[config.mk]
export PLATFORM = sky130hd
export DESIGN_NAME = fp_add_pipeline
export DESIGN_NICKNAME = d
export VERILOG_FILES = /design/src/fpu_pkg.sv /design/src/fp_add_align.sv /design/src/fp_add_normalize.sv /design/src/fp_add_pipeline.sv /design/src/fp_add_round.sv /design/src/fp_add_shift_sum.sv
export SDC_FILE = /design/constraint.sdc
export NUM_CORES = 2
export LEC_CHECK = 0
export ABC_AREA = 1
export BUFFER_PORTS_ARGS = -buffer_cell sky130_fd_sc_hd__buf_2
export CAP_MARGIN = 20
export CORE_UTILIZATION = 45
export CTS_CLUSTER_DIAMETER = 120
export DETAILED_ROUTE_END_ITERATION = 10
export GPL_ROUTABILITY_DRIVEN = 0
export MAX_ROUTING_LAYER = met4
export SLEW_MARGIN = 0
export SYNTH_ARGS = -nofsm -noshare
export SYNTH_HDL_FRONTEND = slang
export SYNTH_SLANG_ARGS = --single-unit
[constraint.sdc]
create_clock -name clk -period 5.3 [get_ports clk]
set_input_delay 0.265 -clock clk [delete_from_list [all_inputs] [get_ports clk]]
set_output_delay 0.265 -clock clk [all_outputs]
set_load 0.01 [all_outputs]
[src/fpu_pkg.sv]
package fpu_pkg;
	// Vector and thread geometry
	localparam int num_lanes = 4;
	localparam int num_threads = 4;

	// Larger than the significand so guard and round can shift out too
	localparam int max_align_shift = 27;

	typedef logic [num_lanes - 1:0] lane_mask_t;
	typedef logic [$clog2(num_threads) - 1:0] thread_idx_t;
	typedef logic [1:0] subcycle_t;

	// Raw binary32 word and a full vector of them
	typedef logic [31:0] float_bits_t;
	typedef float_bits_t [num_lanes - 1:0] vector_t;

	// Significand includes the hidden bit
	typedef logic [23:0] significand_t;
	typedef logic [7:0] exponent_t;
	typedef logic [4:0] shift_amount_t;

	// Carry, 24 significand bits, then guard, round and sticky
	typedef logic [27:0] ext_sum_t;

	typedef enum logic [1:0] {
		op_fadd,
		op_fsub,
		op_fmul,
		op_other
	} alu_op_t;

	// Travels beside every item down the pipeline
	typedef struct packed {
		alu_op_t alu_op;
		thread_idx_t thread_idx;
		subcycle_t subcycle;
		lane_mask_t mask;
	} instruction_t;

	typedef struct packed {
		logic sign;
		exponent_t exponent;
		logic [22:0] significand;
	} ieee754_binary32_t;

	// Stage 1 to stage 2
	typedef struct packed {
		significand_t significand_le;
		significand_t significand_se;
		shift_amount_t shift_amount;
		exponent_t exponent;
		logic logical_subtract;
		logic result_sign;
	} align_lane_t;

	// Stage 2 to stage 3
	typedef struct packed {
		ext_sum_t sum;
		exponent_t exponent;
		logic sign;
	} sum_lane_t;

	// Stage 3 to stage 4
	typedef struct packed {
		ext_sum_t sum;
		exponent_t exponent;
		logic sign;
		logic zero;
	} norm_lane_t;

	typedef align_lane_t [num_lanes - 1:0] align_vec_t;
	typedef sum_lane_t [num_lanes - 1:0] sum_vec_t;
	typedef norm_lane_t [num_lanes - 1:0] norm_vec_t;
endpackage

[src/fp_add_align.sv]
`timescale 1ns/1ps

module fp_add_align
	import fpu_pkg::*;
(
	input  logic         clk,
	input  logic         reset,
	input  logic         rollback_en,
	input  thread_idx_t  rollback_thread,
	input  logic         in_valid,
	input  instruction_t in_instruction,
	input  vector_t      operand1,
	input  vector_t      operand2,
	output logic         out_valid,
	output instruction_t out_instruction,
	output align_vec_t   out_lanes
);
	align_vec_t lanes_next;
	logic is_subtract;
	logic accept;

	assign is_subtract = in_instruction.alu_op == op_fsub;

	// Drop rolled back threads and anything that is not add or subtract
	assign accept = in_valid
		&& !(rollback_en && rollback_thread == in_instruction.thread_idx)
		&& (in_instruction.alu_op == op_fadd || is_subtract);

	for (genvar lane = 0; lane < num_lanes; lane++)
	begin : lane_align
		ieee754_binary32_t fop1;
		ieee754_binary32_t fop2;
		significand_t sig1;
		significand_t sig2;
		logic op1_larger;
		exponent_t exp_diff;

		assign fop1 = operand1[lane];
		assign fop2 = operand2[lane];

		// Hidden bit is clear for a zero exponent
		assign sig1 = {fop1.exponent != 8'd0, fop1.significand};
		assign sig2 = {fop2.exponent != 8'd0, fop2.significand};

		// Ties keep operand 1 first, which gets the sign of signed zeros right
		assign op1_larger = fop1.exponent > fop2.exponent
			|| (fop1.exponent == fop2.exponent && sig1 >= sig2);
		assign exp_diff = op1_larger ? fop1.exponent - fop2.exponent
			: fop2.exponent - fop1.exponent;

		// Larger magnitude goes to the first slot
		assign lanes_next[lane].significand_le = op1_larger ? sig1 : sig2;
		assign lanes_next[lane].significand_se = op1_larger ? sig2 : sig1;
		assign lanes_next[lane].exponent = op1_larger ? fop1.exponent : fop2.exponent;
		// Operand 2 leading a subtract flips its sign
		assign lanes_next[lane].result_sign = op1_larger ? fop1.sign
			: fop2.sign ^ is_subtract;
		assign lanes_next[lane].logical_subtract = fop1.sign ^ fop2.sign ^ is_subtract;
		assign lanes_next[lane].shift_amount = exp_diff > exponent_t'(max_align_shift)
			? shift_amount_t'(max_align_shift) : exp_diff[4:0];
	end

	always_ff @(posedge clk, posedge reset)
	begin
		if (reset)
		begin
			out_valid <= 1'b0;
			out_instruction <= '0;
		end
		else
		begin
			out_valid <= accept;
			out_instruction <= in_instruction;
		end
	end

	// Datapath register
	always_ff @(posedge clk)
		out_lanes <= lanes_next;
endmodule

[src/fp_add_normalize.sv]
`timescale 1ns/1ps

module fp_add_normalize
	import fpu_pkg::*;
(
	input  logic         clk,
	input  logic         reset,
	input  logic         rollback_en,
	input  thread_idx_t  rollback_thread,
	input  logic         in_valid,
	input  instruction_t in_instruction,
	input  sum_vec_t     in_lanes,
	output logic         out_valid,
	output instruction_t out_instruction,
	output norm_vec_t    out_lanes
);
	norm_vec_t lanes_next;

	for (genvar lane = 0; lane < num_lanes; lane++)
	begin : lane_norm
		sum_lane_t lane_in;
		shift_amount_t lz;
		logic carry;
		logic [8:0] exp_inc;
		exponent_t exp_carry;

		assign lane_in = in_lanes[lane];
		assign carry = lane_in.sum[27];

		// Leading zeros below the carry bit, 27 for an all-zero sum
		always_comb
		begin
			lz = 5'd27;
			for (int b = 0; b < 27; b++)
			begin
				if (lane_in.sum[b])
					lz = shift_amount_t'(26 - b);
			end
		end

		// Hold at 255 so stage 4 saturates it
		assign exp_inc = {1'b0, lane_in.exponent} + 9'd1;
		assign exp_carry = exp_inc[8] ? 8'hff : exp_inc[7:0];

		// Carry out shifts right one place, sticky keeps the dropped bit
		assign lanes_next[lane].sum = carry
			? {1'b0, lane_in.sum[27:2], lane_in.sum[1] | lane_in.sum[0]}
			: lane_in.sum << lz;
		assign lanes_next[lane].exponent = carry ? exp_carry
			: lane_in.exponent - exponent_t'(lz);
		assign lanes_next[lane].sign = lane_in.sign;

		// Subnormal or empty results flush to signed zero
		assign lanes_next[lane].zero = lane_in.sum == '0
			|| (!carry && lane_in.exponent <= exponent_t'(lz));

		// Stage 4 takes the leading one just below the carry bit
		assert property (@(posedge clk) disable iff (reset)
			out_valid && !out_lanes[lane].zero |-> out_lanes[lane].sum[27:26] == 2'b01)
			else $error("Sum not normalized in lane %0d", lane);
	end

	always_ff @(posedge clk, posedge reset)
	begin
		if (reset)
		begin
			out_valid <= 1'b0;
			out_instruction <= '0;
		end
		else
		begin
			out_valid <= in_valid
				&& !(rollback_en && rollback_thread == in_instruction.thread_idx);
			out_instruction <= in_instruction;
		end
	end

	always_ff @(posedge clk)
		out_lanes <= lanes_next;
endmodule

[src/fp_add_pipeline.sv]
`timescale 1ns/1ps

module fp_add_pipeline
	import fpu_pkg::*;
(
	input  logic         clk,
	input  logic         reset,
	input  logic         issue_valid,
	input  instruction_t issue_instruction,
	input  vector_t      issue_operand1,
	input  vector_t      issue_operand2,
	input  logic         rollback_en,
	input  thread_idx_t  rollback_thread,
	output logic         result_valid,
	output instruction_t result_instruction,
	output vector_t      result_value
);
	// Stage 1 to stage 2
	logic align_valid;
	instruction_t align_instruction;
	align_vec_t align_lanes;

	// Stage 2 to stage 3
	logic sum_valid;
	instruction_t sum_instruction;
	sum_vec_t sum_lanes;

	// Stage 3 to stage 4
	logic norm_valid;
	instruction_t norm_instruction;
	norm_vec_t norm_lanes;

	fp_add_align u_align (
		.clk(clk),
		.reset(reset),
		.rollback_en(rollback_en),
		.rollback_thread(rollback_thread),
		.in_valid(issue_valid),
		.in_instruction(issue_instruction),
		.operand1(issue_operand1),
		.operand2(issue_operand2),
		.out_valid(align_valid),
		.out_instruction(align_instruction),
		.out_lanes(align_lanes)
	);

	fp_add_shift_sum u_shift_sum (
		.clk(clk),
		.reset(reset),
		.rollback_en(rollback_en),
		.rollback_thread(rollback_thread),
		.in_valid(align_valid),
		.in_instruction(align_instruction),
		.in_lanes(align_lanes),
		.out_valid(sum_valid),
		.out_instruction(sum_instruction),
		.out_lanes(sum_lanes)
	);

	fp_add_normalize u_normalize (
		.clk(clk),
		.reset(reset),
		.rollback_en(rollback_en),
		.rollback_thread(rollback_thread),
		.in_valid(sum_valid),
		.in_instruction(sum_instruction),
		.in_lanes(sum_lanes),
		.out_valid(norm_valid),
		.out_instruction(norm_instruction),
		.out_lanes(norm_lanes)
	);

	// Final stage drives the result ports directly
	fp_add_round u_round (
		.clk(clk),
		.reset(reset),
		.rollback_en(rollback_en),
		.rollback_thread(rollback_thread),
		.in_valid(norm_valid),
		.in_instruction(norm_instruction),
		.in_lanes(norm_lanes),
		.result_valid(result_valid),
		.result_instruction(result_instruction),
		.result_value(result_value)
	);
endmodule

[src/fp_add_round.sv]
`timescale 1ns/1ps

module fp_add_round
	import fpu_pkg::*;
(
	input  logic         clk,
	input  logic         reset,
	input  logic         rollback_en,
	input  thread_idx_t  rollback_thread,
	input  logic         in_valid,
	input  instruction_t in_instruction,
	input  norm_vec_t    in_lanes,
	output logic         result_valid,
	output instruction_t result_instruction,
	output vector_t      result_value
);
	vector_t value_next;

	for (genvar lane = 0; lane < num_lanes; lane++)
	begin : lane_round
		norm_lane_t lane_in;
		logic round_up;
		logic [24:0] rounded;
		logic [8:0] exp_round;
		ieee754_binary32_t packed_val;

		assign lane_in = in_lanes[lane];

		// Nearest even, ties go up only when the LSB is set
		assign round_up = lane_in.sum[2]
			&& (lane_in.sum[1] || lane_in.sum[0] || lane_in.sum[3]);
		assign rounded = {1'b0, lane_in.sum[26:3]} + 25'(round_up);
		assign exp_round = {1'b0, lane_in.exponent} + 9'(rounded[24]);

		always_comb
		begin
			packed_val.sign = lane_in.sign;
			if (lane_in.zero)
			begin
				packed_val.exponent = 8'd0;
				packed_val.significand = 23'd0;
			end
			else if (exp_round >= 9'd255)
			begin
				// Saturate to the largest finite magnitude
				packed_val.exponent = 8'd254;
				packed_val.significand = '1;
			end
			else
			begin
				packed_val.exponent = exp_round[7:0];
				// Rounding carry renormalizes one place right
				packed_val.significand = rounded[24] ? rounded[23:1] : rounded[22:0];
			end
		end

		assign value_next[lane] = packed_val;
	end

	always_ff @(posedge clk, posedge reset)
	begin
		if (reset)
		begin
			result_valid <= 1'b0;
			result_instruction <= '0;
		end
		else
		begin
			result_valid <= in_valid
				&& !(rollback_en && rollback_thread == in_instruction.thread_idx);
			result_instruction <= in_instruction;
		end
	end

	always_ff @(posedge clk)
		result_value <= value_next;
endmodule

[src/fp_add_shift_sum.sv]
`timescale 1ns/1ps

module fp_add_shift_sum
	import fpu_pkg::*;
(
	input  logic         clk,
	input  logic         reset,
	input  logic         rollback_en,
	input  thread_idx_t  rollback_thread,
	input  logic         in_valid,
	input  instruction_t in_instruction,
	input  align_vec_t   in_lanes,
	output logic         out_valid,
	output instruction_t out_instruction,
	output sum_vec_t     out_lanes
);
	sum_vec_t lanes_next;

	for (genvar lane = 0; lane < num_lanes; lane++)
	begin : lane_sum
		logic [26:0] se_ext;
		logic [26:0] se_shifted;
		logic [26:0] lost_mask;
		logic sticky;
		ext_sum_t le_wide;
		ext_sum_t se_wide;
		ext_sum_t sum;

		// Append guard, round and sticky positions
		assign se_ext = {in_lanes[lane].significand_se, 3'b000};
		assign se_shifted = se_ext >> in_lanes[lane].shift_amount;

		// Everything pushed past bit 0 folds into sticky
		assign lost_mask = (27'd1 << in_lanes[lane].shift_amount) - 27'd1;
		assign sticky = |(se_ext & lost_mask);

		assign se_wide = {1'b0, se_shifted[26:1], se_shifted[0] | sticky};
		assign le_wide = {1'b0, in_lanes[lane].significand_le, 3'b000};
		assign sum = in_lanes[lane].logical_subtract ? le_wide - se_wide
			: le_wide + se_wide;

		assign lanes_next[lane].sum = sum;
		assign lanes_next[lane].exponent = in_lanes[lane].exponent;
		// Exact cancellation gives +0 whatever the operand signs
		assign lanes_next[lane].sign = in_lanes[lane].result_sign
			&& !(in_lanes[lane].logical_subtract && sum == '0);

		// Stage 1 always puts the larger magnitude first, so no borrow
		assert property (@(posedge clk) disable iff (reset)
			in_valid && in_lanes[lane].logical_subtract |-> !sum[27])
			else $error("Borrow out of subtraction in lane %0d", lane);
	end

	always_ff @(posedge clk, posedge reset)
	begin
		if (reset)
		begin
			out_valid <= 1'b0;
			out_instruction <= '0;
		end
		else
		begin
			out_valid <= in_valid
				&& !(rollback_en && rollback_thread == in_instruction.thread_idx);
			out_instruction <= in_instruction;
		end
	end

	always_ff @(posedge clk)
		out_lanes <= lanes_next;
endmodule

==> Yosys cells after proc, flatten, opt, wreduce, memory -nomap -nowiden <==
Cells that the tools add are included.
{ "classes": {"add_sub_neg": 36, "multipliers": 0, "div": 0, "magnitude_cmp": 20, "n_eq_ne": 9, "shifts": 12, "n_mux": 152, "bitwise_logic": 24, "n_reduce_logical": 83} }
{ "op_table": {"columns": ["operator", "n"], "rows": [
  ["$mux 5", 64],
  ["$logic_not 28->1", 8],
  ["$mux 24", 8],
  ["$mux 4", 32],
  ["$mux 8", 16],
  ["$mux 31", 4],
  ["$add 27x27->28", 4],
  ["$mux 28", 4],
  ["$shl 28x5->27", 4],
  ["$sub 27x27->28", 4],
  ["$and 27x27->27", 4],
  ["$reduce_or 27->1", 4],
  ["$shl 1x5->27 const A", 4],
  ["$shr 27x5->27", 4],
  ["$sub 27x1->27 const B", 4],
  ["$mux 26", 4],
  ["$add 24x1->25", 4],
  ["$ge 24x24->1", 4],
  ["$mux 23", 4],
  ["$reduce_bool 8->1", 8],
  ["$sub 8x8->8", 8],
  ["$add 8x1->9", 4],
  ["$add 8x1->9 const B", 4],
  ["$ge 9x8->1 const B", 4],
  ["16 further kinds", 124]
]} }
{ "totals": {"ff_bits": 720, "latch_bits": 0, "ramBits": 0, "romBits": 0, "input_bits": 272, "elab_cells": 424, "n_memories": 0} }

==> Logic depth before layout (Yosys ltp) <==
{ "depth": {"depth_word": 30, "mapped_depth": 39, "depth_no_buf": 38} }

==> By module <==
From an unflattened synthesis, not the netlist that was laid out.
{ "hier_totals": {"cells_unflattened": 9478, "hier_area_um2": 57855.5} }
{ "modules_own_cells": {"columns": ["module", "n_inst", "cells_each", "area_each_um2", "seq_area_each_um2"], "rows": [
  ["fp_add_shift_sum", 1, 4189, 23149.7, 3238.1],
  ["fp_add_align", 1, 1831, 13794.5, 5320.1],
  ["fp_add_normalize", 1, 2110, 12453.2, 3318.2],
  ["fp_add_round", 1, 1348, 8458.1, 2837.7]
]} }

==> Worst setup path before layout <==
No wires, ideal clock.
{ "synth_timing": {"path_kind": "register -> register", "start": "register u_normalize.out_lanes[51] in the netlist's numbering", "end": "register u_round.result_value[41] in the netlist's numbering", "setup_time_ns": 0.057, "arrival_time_ns": 4.111, "t_required_ns": 5.243, "setup_slack_ns": 1.132, "stages_incl_launch_ff": 27, "n_path_buf": 1, "period_less_slack_ns": 4.168, "cell_sequence": "dfxtp_1 nand2_1 inv_1 ha_1 nand3_1 nor3_1 nand3_1 nor3_1 nand3_1 nor2_1 nand3_1 nor2_1 inv_1 nor4_1 ha_1 ha_1 nand3_1 nor2_1 nand2_1 xor2_1 or4_1 nand2_1 inv_1 clkbuf_1 nand2_1 nand2_1 inv_1"} }
{ "synth_via": {"elab_chain_cells": 6, "word_cells_on_any_way": 7} }
{ "synth_rtl": {"columns": ["element", "line_no", "source"], "rows": [
  ["start, declared", "fp_add_normalize.sv:15", "output norm_vec_t out_lanes"],
  ["start signal, assigned", "fp_add_normalize.sv:79", "out_lanes <= lanes_next;"],
  ["$logic_or 1x1->1", "fp_add_round.sv:31", "&& (lane_in.sum[1] || lane_in.sum[0] || lane_in.sum[3]);"],
  ["$logic_and 1x1->1", "fp_add_round.sv:31", null],
  ["$add 24x1->25 *", "fp_add_round.sv:32", "assign rounded = {1'b0, lane_in.sum[26:3]} + 25'(round_up);"],
  ["$add 8x1->9", "fp_add_round.sv:33", "assign exp_round = {1'b0, lane_in.exponent} + 9'(rounded[24]);"],
  ["$ge 9x8->1", "fp_add_round.sv:43", "else if (exp_round >= 9'd255)"],
  ["$mux 31 *", "fp_add_round.sv:43", null],
  ["end signal, assigned", "fp_add_round.sv:76", "result_value <= value_next;"],
  ["end, declared", "fp_add_round.sv:15", "output vector_t result_value"]
]} }
Every way passes the cells marked *; elsewhere a longest branch is shown, timed or not.
A chain may end at the register's enable or synchronous reset.

==> out/metrics.yaml <==
critical_path:
  cp-start-kind: "register"
  critical_path_required_ns: 5.83
  endpoint_kind: "register"
  cp.arrival_ns: 5.44
  worstSetupPathType: "register to register"
  crit_top_cell: "a21oi_1"
  cpLargestDelayFamily: "compound AO/OA/AOI/OAI gates"
  critPathBufInv: 5
  cp_slowest_cell: "dfxtp_1"
  reg2reg_from: "u_align.out_lanes[75]"
  crit_start: "u_align.out_lanes[75]"
  cp_max_fo: 25
  max_stage_delay_ns: 0.73
timing:
  min_period_ns: 4.91
  drv_slew: 0
  post-route-period-util_pct: 92.7
  worst_pin_slew_ns: 1.06
  final.setup.tns_ns: 0
  max_freq_mhz: 204
  hold_violations: 0
  rsz0062_at_grt: "false"
  fin_ws_ns: 0.389
  setup-violations-final: 0
  holdWs_ns: 0.0440
  slew_headroom_pct: 29.0
  clock_skew_ns: 0.0359
global_routing:
  grt_pass1_wl_um: 277000
  grt_max_degree: 74
  grt_pass1_vias: 53800
  grt_overflow: 0
  antenna_found_initial: 12
  track_usage_pct: 28.8
synth:
  yosys-top-cells-area: "dfxtp_1 25%, nand2_1 14%, ha_1 9.1%"
  synth_top_family_by_area: "simple AND/OR/NAND/NOR gates"
  yosysUniqueCellTypes: 80
  synth_top_area_cell: "dfxtp_1"
  syn-num-nets: 9001
  synth_area_um2: 53600
  synth_common_cells: "1966 x nand2_1, 1187 x inv_1, 759 x nand3_1"
  netlist_instances: 8321
  synth.most_common_cell: "nand2_1"
  synth_top_area_share_pct: 25.2
  synth_fa_ha_area_share_pct: 9.75
  synth-compound-area-share_pct: 17.5
  synth-async-reset-ratio_pct: 6.11
  synth_mux_area_share_pct: 0.245
  synth_xor_area_share_pct: 3.51
  syn_avg_cell_area_um2: 6.44
  yosys_warnings: 0
  synth-simple-area-share_pct: 30.3
  ys_ff_latch: 720
  synth-edff-count: 0
  ys.flop_type: "dfxtp_1"
  synth.yosys.seq_area_share_pct: 27.3
layout:
  multi_input_area_um2: 32900
  drive_above_1_share_pct: 8.94
  area_growth_pct: 18.0
  ff_latch_area_um2: 14600
  final.fill_count: 11800
  num-nets-final: 9619
  instances_no_fill: 10600
routing:
  drtIter0Drc: 5397
  viasPerCell: 5.40
  dr_total_vias: 57000
  drc: 0
  ant_nets: 0
  first_pass_iters: 8
  wl_per_cell_um: 16.4
  drt-total-wl_um: 173000
floorplanning:
  die_w_um: 347
  core_area_um2: 118000
  die_h_um: 347
  io_pins: 411
  dieArea_um2: 121000
  num_rows: 126
  start_util_pct: 45.4
clock_network:
  cts_tree: "done"
  clock_sinks: 720
  cts_buffers: 83
  clock_path_buffers: 3
  root_buffer: "clkbuf_16"
  htree_num_levels: 3
  clk_pin_slew_ns: 0.06
  clock_latency_ns: 0.69
worst_hold_path:
  hold_class: "input port to register"
  min_from: "issue_operand1[125]"
power:
  power_w: 0.0272
  cellLeakagePower_nw: 31.8
  vdd_drop_max_v: 0.000288
  power_density_nw_per_um2: 430
place:
  placed_cells: 10000
  port_buffers: 410
  dp_hpwl_um: 136000
  dpl_worst_slack_ns: 0.315
outcome:
  status: "finished, final reports clean"
flow_run:
  maxCapViolations: 0
[layout make-up]
class,instances,area share [%]
repair buffers,841,9.75
clock inverters,36,0.912
well taps,1536,3.04
diodes,10,0.0395
clock buffers,115,3.84
flip-flops and latches,720,23.1
multi-input cells,6059,52.0
inverters,1234,7.33
[cells in the final DEF, fill, tap and decap left out, types with 353 or more instances in the layout]
cell           instances
dlygate4sd3_1        353
o21ai_0              651
dfxtp_1              673
nand3_1              759
nand2_1             1961
nor2_1               642
inv_1               1187
buf_2                410
ha_1                 392
a21oi_1              442
[repair_timing]
action | CTS | global route
gates resized for setup | 0 | 6
hold buffers | 353 | 0
setup endpoints to repair | 0 | 12
setup buffers | 0 | 0
endpoints found under the hold margin | 284 | 0
[through the flow]
stage / area, µm² / utilization (%)
final: 63300 / 53.6
after global routing: 63300 / 53.6
after CTS: 63200 / 53.6
after detailed placement: 56700 / 48.0
after global placement: 56700 / 48.0
after floorplan: 53600 / -
[path summary, 6_finish.rpt]
check                      depth (start not counted)                       endpoint  slack, ns
min reg2reg                                        0      u_shift_sum.out_lanes[40]       0.32
min in group asynchronous                          4  u_round.result_instruction[0]       0.29
max reg2reg                                       25      u_shift_sum.out_lanes[37]       0.39
max                                               25      u_shift_sum.out_lanes[37]       0.39
min                                                5         u_align.out_lanes[251]       0.04
max in group asynchronous                          4     u_align.out_instruction[8]       4.65
[worst register-to-register path, stage by stage, from the launching register on]
cell and delay, ns:
dfxtp_1 0.73, inv_2 0.35, o21ai_0 0.46, nor2_1 0.08
a211oi_1 0.32, buf_4 0.20, inv_1 0.04, ha_1 0.17
a21oi_1 0.13, o31ai_1 0.12, a221oi_2 0.29, inv_1 0.10
a21oi_1 0.34, o21ai_1 0.17, a21oi_1 0.24, inv_1 0.10
nand2_1 0.09, nand2_1 0.05, nand2_1 0.06, a21oi_1 0.06
a21oi_1 0.19, nand3_1 0.10, nor2_1 0.12, nand3_1 0.08
nor2_1 0.10, a21boi_1 0.07
[flip-flops by register name, summed over array words and instances, names as in the netlist, 10 cells and up]
register                     flops
u_align.out_instruction         10
u_shift_sum.out_lanes          148
u_round.result_value           128
u_round.result_instruction      10
u_shift_sum.out_instruction     10
u_normalize.out_instruction     10
u_normalize.out_lanes          148
u_align.out_lanes              252
[where the power goes]
group          total [W]  switching (W)  internal, W  leakage, nW
Clock            0.00618        0.00241      0.00377         1.45
Combinational     0.0125        0.00809      0.00441         24.1
Sequential       0.00853        0.00136      0.00716         6.21
Total             0.0272         0.0119       0.0153         31.8
[layer usage]
layer	part of all wire, %	up-vias	global-route usage [%]
met2	45	2097	46.0
met3	6.9	392	3.69
met1	44	26000	36.9
li1	-	28500	-
met5	0	-	-
met4	3.7	0	10.8
[logic make-up after synthesis]
logic type	Yosys count
simple gates	3775
buf+inv	1542
flops	720
fa+ha+maj	408
mux	13
compound gates	1648
xor+xnor	215
No activity file was read; power rests on OpenSTA's default activity.
